## src/frame_buf_cfg.svh

```systemverilog
// frame buffer write side configuration macros: widths, burst size, address layout, pointer reset
`ifndef FRAME_BUF_CFG_SVH
`define FRAME_BUF_CFG_SVH

// ----------------------------------------
// data path
// ----------------------------------------
// one pixel word as stored in the memory controller write FIFO
`define FB_DATA_WIDTH		32

// ----------------------------------------
// frame pointer and row counter
// ----------------------------------------
// 2 bits give up to 4 frames
`define FB_PTR_WIDTH		2
// row counter covers a whole 1 Gb part at single-frame depth
`define FB_ROW_WIDTH		19
// write starts one frame ahead of the read
`define FB_PTR_RESET		1

// ----------------------------------------
// memory controller command
// ----------------------------------------
// largest run of words under one write command
`define FB_BURST_WORDS		64
// burst length field, words minus one
`define FB_BL_WIDTH			6
// full byte address seen by the controller port
`define FB_BYTE_ADDR_WIDTH	30
// one burst is 256 bytes, so these low bits stay zero
`define FB_BYTE_LSB			8

`endif

```

## src/frame_buf_pkg.sv

```systemverilog
// frame buffer types: write state, frame pointer, frame depth, row address, word count
`include "frame_buf_cfg.svh"

package frame_buf_pkg;

	// ----------------------------------------
	// write sequencer states
	// ----------------------------------------
	typedef enum logic [1:0] {
		S_IDLE	= 2'd0,
		S_REQ	= 2'd1,
		S_WR	= 2'd2,
		S_CMD	= 2'd3
	} wr_state_t;

	// frame index inside the buffer
	typedef logic [`FB_PTR_WIDTH-1:0] frame_ptr_t;

	// number of frames minus one, 0 means single frame
	typedef logic [`FB_PTR_WIDTH-1:0] frame_depth_t;

	// burst row inside one frame
	typedef logic [`FB_ROW_WIDTH-1:0] row_addr_t;

	// ----------------------------------------
	// burst word counter
	// ----------------------------------------
	typedef logic [`FB_BL_WIDTH-1:0] word_cnt_t;

	// counter idles at all ones so the first read wraps it to zero
	localparam word_cnt_t WORD_CNT_INIT = '1;
	// value before the read that completes a full burst
	localparam word_cnt_t WORD_CNT_LAST = word_cnt_t'(`FB_BURST_WORDS - 2);

endpackage

```

## src/mcb_pkg.sv

```systemverilog
// memory controller port types: data word, burst length, byte address
`include "frame_buf_cfg.svh"

package mcb_pkg;

	// ----------------------------------------
	// write data FIFO side
	// ----------------------------------------
	// one word pushed into the port write FIFO
	typedef logic [`FB_DATA_WIDTH-1:0] mcb_data_t;

	// ----------------------------------------
	// command FIFO side
	// ----------------------------------------
	// words in the command minus one
	typedef logic [`FB_BL_WIDTH-1:0] mcb_bl_t;

	// start byte address of the command
	typedef logic [`FB_BYTE_ADDR_WIDTH-1:0] mcb_byte_addr_t;

endpackage

```

## src/frame_sync.sv

```systemverilog
// frame-valid and calibration synchronisers, frame-valid edge detect, frame armed flag
`timescale 1ns/1ps

module frame_sync (
	input	logic	clk,
	input	logic	reset,
	// asynchronous frame valid, high during a frame
	input	logic	i_fval,
	// calibration done from the controller clock domain
	input	logic	i_calib_done,
	// write enable from the sequencer
	input	logic	i_enable,
	output	logic	o_fval_level,
	output	logic	o_frame_armed,
	output	logic	o_calib_done
);

	logic	[2:0]	fval_shift;
	logic	[1:0]	calib_shift;
	logic			fval_rise;
	logic			fval_fall;
	logic			armed;

	// ----------------------------------------
	// synchronisers
	// ----------------------------------------
	always_ff @(posedge clk) begin
		if (reset) begin
			fval_shift	<= 3'b000;
			calib_shift	<= 2'b00;
		end else begin
			fval_shift	<= {fval_shift[1:0], i_fval};
			calib_shift	<= {calib_shift[0], i_calib_done};
		end
	end

	// edges taken from the two settled stages
	assign fval_rise = (fval_shift[2:1] == 2'b01);
	assign fval_fall = (fval_shift[2:1] == 2'b10);

	// ----------------------------------------
	// armed flag
	// ----------------------------------------
	// remembers that a frame began while enabled
	// a frame already running at enable time never arms
	always_ff @(posedge clk) begin
		if (reset || !i_enable) begin
			armed <= 1'b0;
		end else if (fval_rise) begin
			armed <= 1'b1;
		end else if (fval_fall) begin
			armed <= 1'b0;
		end
	end

	// second stage is the level used by the sequencer
	assign o_fval_level		= fval_shift[1];
	assign o_frame_armed	= armed;
	assign o_calib_done		= calib_shift[1];

endmodule

```

## src/wr_burst_fsm.sv

```systemverilog
// write sequencer: enable and depth latches, state machine, word counter, strobes, row counter
`timescale 1ns/1ps

module wr_burst_fsm (
	input	logic							clk,
	input	logic							reset,
	// from frame_sync
	input	logic							i_fval_level,
	input	logic							i_frame_armed,
	input	logic							i_calib_done,
	// control switches
	input	logic							i_start_full_frame,
	input	logic							i_start_quick,
	input	frame_buf_pkg::frame_depth_t	iv_frame_depth,
	// front FIFO flags
	input	logic							i_buf_pe,
	input	logic							i_buf_empty,
	// arbiter and read side
	input	logic							i_wr_ack,
	input	logic							i_reading,
	// memory controller flags
	input	logic							i_p2_wr_full,
	input	logic							i_p2_cmd_full,
	output	logic							o_buf_rd_en,
	output	logic							o_p2_wr_en,
	output	logic							o_p2_cmd_en,
	output	mcb_pkg::mcb_bl_t				ov_p2_cmd_bl,
	output	logic							o_wr_req,
	output	logic							o_writing,
	output	logic							o_enable,
	output	frame_buf_pkg::frame_depth_t	ov_frame_depth,
	output	frame_buf_pkg::row_addr_t		ov_row_addr
);

	frame_buf_pkg::wr_state_t		state_q;
	frame_buf_pkg::wr_state_t		state_d;
	frame_buf_pkg::frame_depth_t	depth_q;
	frame_buf_pkg::word_cnt_t		word_cnt;
	frame_buf_pkg::row_addr_t		row_addr;
	logic							full_frame_q;
	logic							enable;
	logic							able_to_write;
	logic							buf_rd;
	logic							frame_end;
	logic							wr_req_q;
	logic							writing_q;
	logic							cmd_en_q;

	// ----------------------------------------
	// enable and depth, sampled in idle only
	// ----------------------------------------
	always_ff @(posedge clk) begin
		if (reset) begin
			full_frame_q	<= 1'b0;
			depth_q			<= '0;
		end else if (state_q == frame_buf_pkg::S_IDLE) begin
			full_frame_q	<= i_start_full_frame;
			depth_q			<= iv_frame_depth;
		end
	end

	// quick stop acts at once, full frame waits for idle
	assign enable = full_frame_q & i_start_quick;

	// single frame: no write while that frame is being read
	assign able_to_write = (depth_q == '0) ? !i_reading : 1'b1;

	// frame over and front FIFO drained
	assign frame_end = !i_fval_level && i_buf_empty;

	// read and write strobes share one source, FWFT data is already valid
	assign buf_rd = (state_q == frame_buf_pkg::S_WR) && !i_buf_empty && !i_p2_wr_full;

	// ----------------------------------------
	// state machine
	// ----------------------------------------
	always_ff @(posedge clk) begin
		if (reset) begin
			state_q <= frame_buf_pkg::S_IDLE;
		end else begin
			state_q <= state_d;
		end
	end

	always_comb begin
		state_d = state_q;
		case (state_q)
			frame_buf_pkg::S_IDLE: begin
				if (i_frame_armed && i_buf_pe && enable && i_calib_done && able_to_write) begin
					state_d = frame_buf_pkg::S_REQ;
				end
			end
			frame_buf_pkg::S_REQ: begin
				// ack without permission drops back to idle
				if (!enable) begin
					state_d = frame_buf_pkg::S_IDLE;
				end else if (i_wr_ack) begin
					state_d = able_to_write ? frame_buf_pkg::S_WR : frame_buf_pkg::S_IDLE;
				end
			end
			frame_buf_pkg::S_WR: begin
				if (!enable) begin
					state_d = frame_buf_pkg::S_CMD;
				end else if (word_cnt == frame_buf_pkg::WORD_CNT_LAST) begin
					// 64th word read, or 63 words left at frame end
					if (buf_rd || frame_end) begin
						state_d = frame_buf_pkg::S_CMD;
					end
				end else if (word_cnt == frame_buf_pkg::WORD_CNT_INIT) begin
					// nothing pending
					if (frame_end) begin
						state_d = frame_buf_pkg::S_IDLE;
					end
				end else if (frame_end) begin
					// partial burst closes the frame
					state_d = frame_buf_pkg::S_CMD;
				end
			end
			frame_buf_pkg::S_CMD: begin
				if (!enable) begin
					state_d = frame_buf_pkg::S_IDLE;
				end else if (!i_p2_cmd_full) begin
					state_d = frame_end ? frame_buf_pkg::S_IDLE : frame_buf_pkg::S_WR;
				end
			end
			default: state_d = frame_buf_pkg::S_IDLE;
		endcase
	end

	// ----------------------------------------
	// strobes towards arbiter and command FIFO
	// ----------------------------------------
	always_ff @(posedge clk) begin
		if (reset) begin
			wr_req_q	<= 1'b0;
			cmd_en_q	<= 1'b0;
			writing_q	<= 1'b0;
		end else begin
			wr_req_q	<= (state_q == frame_buf_pkg::S_REQ) && !i_wr_ack;
			cmd_en_q	<= (state_q == frame_buf_pkg::S_CMD) && !i_p2_cmd_full;
			if (state_q == frame_buf_pkg::S_IDLE) begin
				writing_q <= 1'b0;
			end else if (i_wr_ack && able_to_write) begin
				writing_q <= 1'b1;
			end
		end
	end

	// burst word counter, wraps modulo 64
	always_ff @(posedge clk) begin
		if (reset || state_q == frame_buf_pkg::S_IDLE) begin
			word_cnt <= frame_buf_pkg::WORD_CNT_INIT;
		end else if (buf_rd) begin
			word_cnt <= word_cnt + 1'b1;
		end
	end

	// row steps after each command, so the command carries the old row
	always_ff @(posedge clk) begin
		if (reset || state_q == frame_buf_pkg::S_IDLE) begin
			row_addr <= '0;
		end else if (cmd_en_q) begin
			row_addr <= row_addr + 1'b1;
		end
	end

	assign o_buf_rd_en		= buf_rd;
	assign o_p2_wr_en		= buf_rd;
	assign o_p2_cmd_en		= cmd_en_q;
	assign ov_p2_cmd_bl		= word_cnt;
	assign o_wr_req			= wr_req_q;
	assign o_writing		= writing_q;
	assign o_enable			= enable;
	assign ov_frame_depth	= depth_q;
	assign ov_row_addr		= row_addr;

endmodule

```

## src/wr_frame_ptr.sv

```systemverilog
// write frame pointer: advance per acknowledge, skip over the frame being read
`timescale 1ns/1ps
`include "frame_buf_cfg.svh"

module wr_frame_ptr (
	input	logic							clk,
	input	logic							reset,
	input	logic							i_enable,
	input	frame_buf_pkg::frame_depth_t	iv_frame_depth,
	// one pulse per granted request
	input	logic							i_wr_ack,
	input	logic							i_reading,
	input	frame_buf_pkg::frame_ptr_t		iv_rd_frame_ptr,
	output	frame_buf_pkg::frame_ptr_t		ov_wr_frame_ptr
);

	frame_buf_pkg::frame_ptr_t	wr_ptr;
	frame_buf_pkg::frame_ptr_t	step_one;
	frame_buf_pkg::frame_ptr_t	step_two;
	frame_buf_pkg::frame_ptr_t	next_ptr;

	// next frame modulo depth plus one
	// at or past the top wraps to frame 0
	function automatic frame_buf_pkg::frame_ptr_t step_ptr(
		input frame_buf_pkg::frame_ptr_t	ptr,
		input frame_buf_pkg::frame_depth_t	depth
	);
		frame_buf_pkg::frame_ptr_t result;
		if (ptr >= depth) begin
			result = '0;
		end else begin
			result = ptr + 1'b1;
		end
		return result;
	endfunction

	// ----------------------------------------
	// candidate pointers
	// ----------------------------------------
	assign step_one = step_ptr(wr_ptr, iv_frame_depth);
	assign step_two = step_ptr(step_one, iv_frame_depth);

	// jump one more when the plain step lands on the read frame
	assign next_ptr = (i_reading && step_one == iv_rd_frame_ptr) ? step_two : step_one;

	// ----------------------------------------
	// pointer register
	// ----------------------------------------
	// single frame or disabled parks the pointer at its start value
	always_ff @(posedge clk) begin
		if (reset || !i_enable || iv_frame_depth == '0) begin
			wr_ptr <= frame_buf_pkg::frame_ptr_t'(`FB_PTR_RESET);
		end else if (i_wr_ack) begin
			wr_ptr <= next_ptr;
		end
	end

	assign ov_wr_frame_ptr = wr_ptr;

endmodule

```

## src/ddr_addr_map.sv

```systemverilog
// command byte address mapping by frame depth class, 1 Gb part
`timescale 1ns/1ps
`include "frame_buf_cfg.svh"

module ddr_addr_map (
	input	frame_buf_pkg::frame_depth_t	iv_frame_depth,
	input	frame_buf_pkg::frame_ptr_t		iv_wr_frame_ptr,
	input	frame_buf_pkg::row_addr_t		iv_row_addr,
	output	mcb_pkg::mcb_byte_addr_t		ov_p2_cmd_byte_addr
);

	// zero bits above the row field
	localparam int TOP_ZEROS = `FB_BYTE_ADDR_WIDTH - `FB_ROW_WIDTH - `FB_BYTE_LSB;

	// frame and row share one field, the frame takes the top bits
	frame_buf_pkg::row_addr_t	field;

	// ----------------------------------------
	// depth classes
	// ----------------------------------------
	always_comb begin
		case (iv_frame_depth)
			// single frame owns the whole row range
			2'd0: field = iv_row_addr;
			// two frames
			2'd1: field = {iv_wr_frame_ptr[0], iv_row_addr[`FB_ROW_WIDTH-2:0]};
			// three or four frames
			default: field = {iv_wr_frame_ptr[1:0], iv_row_addr[`FB_ROW_WIDTH-3:0]};
		endcase
	end

	// 256-byte bursts, low bits fixed at zero
	assign ov_p2_cmd_byte_addr = {{TOP_ZEROS{1'b0}}, field, {`FB_BYTE_LSB{1'b0}}};

endmodule

```

## src/wr_logic.sv

```systemverilog
// frame buffer write side top: synchronise, sequence, point, map
`timescale 1ns/1ps

module wr_logic (
	input	logic							clk,
	input	logic							reset,
	// image side, asynchronous
	input	logic							i_fval,
	// controller calibration
	input	logic							i_calib_done,
	// control
	input	frame_buf_pkg::frame_depth_t	iv_frame_depth,
	input	logic							i_start_full_frame,
	input	logic							i_start_quick,
	// front FIFO, first word fall through
	input	mcb_pkg::mcb_data_t				iv_buf_dout,
	output	logic							o_buf_rd_en,
	input	logic							i_buf_pe,
	input	logic							i_buf_empty,
	// write status
	output	frame_buf_pkg::frame_ptr_t		ov_wr_frame_ptr,
	output	frame_buf_pkg::row_addr_t		ov_wr_addr,
	output	logic							o_writing,
	// arbiter
	output	logic							o_wr_req,
	input	logic							i_wr_ack,
	// read side
	input	frame_buf_pkg::frame_ptr_t		iv_rd_frame_ptr,
	input	logic							i_reading,
	// controller command FIFO
	output	logic							o_p2_cmd_en,
	output	mcb_pkg::mcb_bl_t				ov_p2_cmd_bl,
	output	mcb_pkg::mcb_byte_addr_t		ov_p2_cmd_byte_addr,
	input	logic							i_p2_cmd_full,
	// controller write FIFO
	output	logic							o_p2_wr_en,
	output	mcb_pkg::mcb_data_t				ov_p2_wr_data,
	input	logic							i_p2_wr_full
);

	logic							fval_level;
	logic							frame_armed;
	logic							calib_done;
	logic							enable;
	frame_buf_pkg::frame_depth_t	frame_depth;

	// ----------------------------------------
	// synchronise
	// ----------------------------------------
	frame_sync sync_i (
		.clk			(clk),
		.reset			(reset),
		.i_fval			(i_fval),
		.i_calib_done	(i_calib_done),
		.i_enable		(enable),
		.o_fval_level	(fval_level),
		.o_frame_armed	(frame_armed),
		.o_calib_done	(calib_done)
	);

	// ----------------------------------------
	// sequence
	// ----------------------------------------
	wr_burst_fsm fsm_i (
		.clk				(clk),
		.reset				(reset),
		.i_fval_level		(fval_level),
		.i_frame_armed		(frame_armed),
		.i_calib_done		(calib_done),
		.i_start_full_frame	(i_start_full_frame),
		.i_start_quick		(i_start_quick),
		.iv_frame_depth		(iv_frame_depth),
		.i_buf_pe			(i_buf_pe),
		.i_buf_empty		(i_buf_empty),
		.i_wr_ack			(i_wr_ack),
		.i_reading			(i_reading),
		.i_p2_wr_full		(i_p2_wr_full),
		.i_p2_cmd_full		(i_p2_cmd_full),
		.o_buf_rd_en		(o_buf_rd_en),
		.o_p2_wr_en			(o_p2_wr_en),
		.o_p2_cmd_en		(o_p2_cmd_en),
		.ov_p2_cmd_bl		(ov_p2_cmd_bl),
		.o_wr_req			(o_wr_req),
		.o_writing			(o_writing),
		.o_enable			(enable),
		.ov_frame_depth		(frame_depth),
		.ov_row_addr		(ov_wr_addr)
	);

	// point and map, both work on the latched depth
	wr_frame_ptr ptr_i (
		.clk				(clk),
		.reset				(reset),
		.i_enable			(enable),
		.iv_frame_depth		(frame_depth),
		.i_wr_ack			(i_wr_ack),
		.i_reading			(i_reading),
		.iv_rd_frame_ptr	(iv_rd_frame_ptr),
		.ov_wr_frame_ptr	(ov_wr_frame_ptr)
	);

	ddr_addr_map map_i (
		.iv_frame_depth			(frame_depth),
		.iv_wr_frame_ptr		(ov_wr_frame_ptr),
		.iv_row_addr			(ov_wr_addr),
		.ov_p2_cmd_byte_addr	(ov_p2_cmd_byte_addr)
	);

	// FWFT output goes straight into the controller write FIFO
	assign ov_p2_wr_data = iv_buf_dout;

endmodule

```

## config.mk

```make
export PLATFORM = sky130hd
export DESIGN_NAME = wr_logic
export DESIGN_NICKNAME = d
export VERILOG_FILES = /design/src/frame_buf_pkg.sv /design/src/mcb_pkg.sv /design/src/frame_sync.sv /design/src/wr_burst_fsm.sv /design/src/wr_frame_ptr.sv /design/src/ddr_addr_map.sv /design/src/wr_logic.sv
export VERILOG_INCLUDE_DIRS = /design/src /design/src/src
export SDC_FILE = /design/constraint.sdc
export NUM_CORES = 1
export LEC_CHECK = 0
export BUFFER_PORTS_ARGS = -buffer_cell sky130_fd_sc_hd__clkbuf_2
export CORE_ASPECT_RATIO = 0.7
export CORE_MARGIN = 4
export CORE_UTILIZATION = 44
export DETAILED_ROUTE_END_ITERATION = 7
export PLACE_DENSITY = 0.85
export SYNTH_ARGS = -nofsm -noshare
export SYNTH_HDL_FRONTEND = slang
export SYNTH_SLANG_ARGS = --single-unit
```

## constraint.sdc

```tcl
create_clock -name clk -period 3.7 [get_ports clk]
set_clock_uncertainty 0.2 [all_clocks]
set_input_delay 0.37 -clock clk [delete_from_list [all_inputs] [get_ports clk]]
set_output_delay 0.37 -clock clk [all_outputs]
set_load 0.03 [all_outputs]
```

### Word level (Yosys, flattened, before mapping)

Cells that the tools add are included.

* flip-flop bits (word level): 41
* input bits: 48
* output and inout port bits: 94
* word-level logic and storage cells: 81

* $add $sub $neg: 4
* order comparisons: 2
* equality and inequality tests: 14
* multiplexer cells: 21
* bitwise logic cells: 1
* reduce and logical (&&, ||, !) cells: 27

Operator list (count)
* 19-bit case mux with 2 select lines: 1
* 2-bit two-way mux: 16
* 19-bit by 1-bit adder with 19-bit output, second input constant: 1
* 6-bit == test, second input constant: 2
* 1-bit logical AND: 11
* 4-bit != test, second input constant: 2
* 2-bit case mux with 4 select lines: 1
* 1-bit logical NOT: 7
* 6-bit by 1-bit adder with 6-bit output, second input constant: 1
* 2-bit by 1-bit == test with 1-bit output, second input constant: 3
* 2-bit == test, second input constant: 3
* 3-bit != test, second input constant: 2
* 5-bit AND reduction: 1
* 2-bit by 1-bit adder with 2-bit output, second input constant: 2
* 2-bit >= comparator: 2
* 2-bit logical NOT: 2
* 1-bit logical OR: 4
* 1-bit two-way mux: 3
* 2-bit == test: 1
* 2-bit != test, second input constant: 1
* 2-bit nonzero test: 1
* 2-bit OR reduction: 1
* 1-bit bitwise AND: 1

### Longest topological paths before layout

* depth after elaboration: 8
* depth in mapped cells: 12
* depth with buffers taken out: 11

### Modules after synthesis

From an unflattened synthesis, not the netlist that was laid out.

* cells, all modules: 294
* area, all modules: 2526.2 sq um

Modules (own cells, without submodules)
* wr_burst_fsm: instances 1, cells an instance 176, area each 1539.0 sq um, sequential area each 660.6 sq um
* wr_frame_ptr: instances 1, cells an instance 38, area each 309.0 sq um, sequential area each 40.0 sq um
* ddr_addr_map: instances 1, cells an instance 33, area each 247.7 sq um, sequential area each 0.0 sq um
* wr_logic: instances 1, cells an instance 32, area each 240.2 sq um, sequential area each 0.0 sq um
* frame_sync: instances 1, cells an instance 15, area each 190.2 sq um, sequential area each 120.1 sq um

### Least setup slack after synthesis

Ideal clock, no wire load.

* kind: reg2reg
* start: register ptr_i.wr_ptr[0] (netlist: ptr_i.ov_wr_frame_ptr[0])
* end: register ptr_i.wr_ptr[1] (netlist: ptr_i.ov_wr_frame_ptr[1])
* arrival time: 2.898 ns
* data required time: 3.419 ns
* slack: 0.522 ns
* stages on the path, launching flop included: 13
* clock period less this slack: 3.178 ns
* path through: dfxtp_1 -> clkbuf_1 -> inv_1 -> ha_1 -> nand2b_1 -> a21oi_1 -> nand2_1 -> ha_1 -> nand2b_1 -> a211o_1 -> nor4b_1 -> a21oi_1 -> a41oi_1

* cells in the longest elaborated chain, start to end: 5

RTL lines
* from (decl): line wr_frame_ptr.sv:17 `frame_buf_pkg::frame_ptr_t wr_ptr;`
* from (signal assigned): line wr_frame_ptr.sv:52 `` wr_ptr <= frame_buf_pkg::frame_ptr_t'(`FB_PTR_RESET); ``
* from (signal assigned): line wr_frame_ptr.sv:54 `wr_ptr <= next_ptr;`
* 2-bit by 1-bit adder with 2-bit output / 2-bit >= comparator (equally long branches): line wr_frame_ptr.sv:32, wr_frame_ptr.sv:29
* 2-bit two-way mux *: line wr_frame_ptr.sv:29 `if (ptr >= depth) begin`
* 2-bit by 1-bit adder with 2-bit output, or another cell as far along: line wr_frame_ptr.sv:32 `result = ptr + 1'b1;`
* 2-bit two-way mux / 1-bit logical AND (equally long branches): line wr_frame_ptr.sv:29, wr_frame_ptr.sv:44
* 2-bit two-way mux *: line wr_frame_ptr.sv:44 `assign next_ptr = (i_reading && step_one == iv_rd_frame_ptr) ? step_two : step_one;`

Mark *: on every way between the ends. The rest lies on a longest branch, timed or not.
A chain may end at the register's enable or synchronous reset.

### Final worst setup path

Same ends and word-level chain as after synthesis.

==> results.yml <==
run_status:
  outcome: "complete, no violations"
final_layout:
  instances_no_fill: 384
  mostFrequentLayoutCells: "clkbuf_2 (66), dfxtp_1 (41), nor2_1 (25), nand2_1 (20), o21ai_0 (15)"
  diodes: 0
  fin_area_sq_um: 2570
  final_common_cell: "clkbuf_2"
  synthToLayoutAreaGrowth_pct: 4.00
  nets: 367
  drive_above_1_share_pct: 25.0
drt:
  wl_per_cell_microns: 12.8
  drtIter0Drc: 98
  ant_nets: 0
  routed_via_density: 5.05
  totalWireLength_microns: 4900
  vias: 1939
  drc: 0
  firstDrtPassIters: 4
clock_tree:
  cts.repair.resized: 0
  root_buffer: "clkbuf_8"
  cts.clk_slew.worst_paths_ns: 0.08
  cts_max_level: 2
  ctsHoldBuffers: 0
  cts_setup_buffers: 0
  clock_path_buffers: 2
  cts_tree: "yes"
  cts-buffers-inserted: 5
  clock_latency_ns: 0.29
  cts_sinks: 41
synthesis:
  ys_seq_elements: 41
  yosysWarnings: 0
  synth_edf_count: 0
  syn_area_sq_um: 2470
  async_flop_share_pct: 0
  ys.flop_type: "dfxtp_1"
  syn_inst: 298
  synth_seq_area_share_pct: 33.2
  syn_avg_cell_area_sq_um: 8.28
  ys_types: 46
sta:
  tightest_slew_ns: 0.781
  relSlewSlack_pct: 47.5
  period_needed_ns: 3.27
  fmax_mhz: 306
  post-route-period-util_pct: 88.3
  fin_setup_tns_ns: 0
  setup_viol: 0
  timing_hold_violations_final: 0
  grt_setup_unrepaired: "no"
  slew_viol_final: 0
power_and_ir_drop:
  ir_worst_vdd_uv: 203
  power_density_nw_per_um2: 362
  p_leak_nw: 1.10
placement:
  place_area_sq_um: 2430
  place_inst: 376
  dpl.hpwl_microns: 3760
  place_congestion: 0.890
  place.port_buffers: 66
worst_setup_path:
  path_class: "reg2reg"
  crit_required_ns: 3.71
  path_max_fanout: 10
  worst_setup_path_end_kind: "register"
  arrival_ns: 3.28
  startpoint_type: "register"
floorplan:
  rows: 22
  start_util_pct: 46.2
  die_h_microns: 70.7
  die-area_sq_um: 6890
  fp.coreArea_sq_um: 5340
  io-pin-count: 142
  die_x_microns: 97.5
global_route:
  track_usage_pct: 14.3
  grt_max_degree: 21
  grt.met2_usage_pct: 23.4
  met3_usage_pct: 4.63
  grt_pass1_wl_microns: 8370
  grt_util_met1_pct: 17.9
  grt_pass1_vias: 1849
  grt-ovfl-total: 0
  antenna_found_initial: 0
  grt-busiest-layer: "met2"
min_path:
  min_path_type: "in2reg"
flow_run:
  maxCapViolations: 0
-- cell families (layout without fill, tap and decap cells) --
group                    Yosys count  count (layout)  share of synthesized area, %
other                              1              11                         0.152
flip-flops                        41              41                          33.2
buffers and inverters             82              86                          21.9
XOR/XNOR                          20              20                          7.10
adder cells (fa/ha/maj)            8               8                          4.05
multiplexers                       3               3                          1.22
AO/OA/AOI/OAI                     41              41                          10.2
AND/OR/NAND/NOR                  102             102                          22.0
-- routing by layer --
| metal | vias up | part of all wire [%] |
|---|---|---|
| met3 | 8 | 8.2 |
| met1 | 893 | 45 |
| met2 | 72 | 45 |
| met5 | - | 0 |
| li1 | 966 | - |
| met4 | 0 | 1.3 |
-- synth_stat cells (all sizes together) (2+ instances only) --
master / n / area [sq um]
nor3: 5 / 30.0
nand4: 10 / 68.8
o21ai: 16 / 80.1
nor4b: 3 / 26.3
buf: 63 / 470
nor2b: 7 / 43.8
clkbuf: 8 / 30.0
nor2: 25 / 93.8
xnor2: 7 / 61.3
and2: 2 / 12.5
or3: 5 / 31.3
and3: 2 / 12.5
nand2b: 4 / 25.0
mux2i: 3 / 30.0
and4: 2 / 17.5
nand3: 9 / 45.0
xor2: 13 / 114
inv: 11 / 41.3
a211o: 2 / 17.5
a21oi: 12 / 60.1
dfxtp: 41 / 821
ha: 8 / 100
nand2: 20 / 75.1
-- area by class of cell --
type,instances,area (sq um)
Multi-Input combinational cell,185,1140
Sequential cell,41,821
Clock buffer,5,68.8
Clock inverter,3,65.1
Fill cell,523,2770
Inverter,11,41.3
Tap cell,72,90.1
Timing Repair Buffer,67,338
-- worst paths after layout --
| check | start | endpoint | slack [ns] | cells past startpoint |
|---|---|---|---|---|
| worst min register to register | sync_i.calib_shift[0] | sync_i.calib_shift[1] | 0.25 | 1 |
| worst max-delay path | ptr_i.ov_wr_frame_ptr[0] | ptr_i.ov_wr_frame_ptr[1] | 0.43 | 11 |
| worst max register to register | ptr_i.ov_wr_frame_ptr[0] | ptr_i.ov_wr_frame_ptr[1] | 0.43 | 11 |
| worst min-delay path | i_p2_cmd_full | fsm_i.o_p2_cmd_en | 0.07 | 2 |
-- report_power, final --
part	total, mW	internal [mW]	leakage, nW	switching, mW
registers	0.448	0.445	0.332	0.00338
clock network	0.423	0.268	0.0681	0.155
logic	0.0581	0.0183	0.701	0.0398
-- flip-flops by register name, summed over array words and instances, names as in the netlist --
signal and count:
fsm_i.full_frame_q 1, fsm_i.o_writing 1, fsm_i.ov_row_addr 19, fsm_i.o_wr_req 1, fsm_i.o_p2_cmd_en 1, sync_i.fval_shift 3
fsm_i.ov_frame_depth 2, fsm_i.ov_p2_cmd_bl 6, fsm_i.state_q 2, sync_i.calib_shift 2, sync_i.o_frame_armed 1, ptr_i.ov_wr_frame_ptr 2
-- through the flow --
stage	hold slack, ns	power (mW)	worst slack [ns]	util, %
floorplan	0.214	0.572	0.522	-
global placement	0.215	0.515	0.652	45.6
detailed placement	0.230	0.516	0.465	45.6
CTS	0.0519	0.943	0.453	48.1
global route	0.0599	0.967	0.239	48.1
finish	0.0673	0.929	0.433	48.1
-- critical path, stage by stage, from the launching register on --
cell	delay (ns)
dfxtp_1	0.53
inv_1	0.17
ha_1	0.31
nand2b_1	0.15
a21oi_1	0.41
nand2_1	0.12
ha_1	0.28
nand2b_1	0.13
a211o_1	0.32
nor4b_1	0.27
a21oi_1	0.12
a41oi_1	0.17
(Power assumes the default switching activity.)
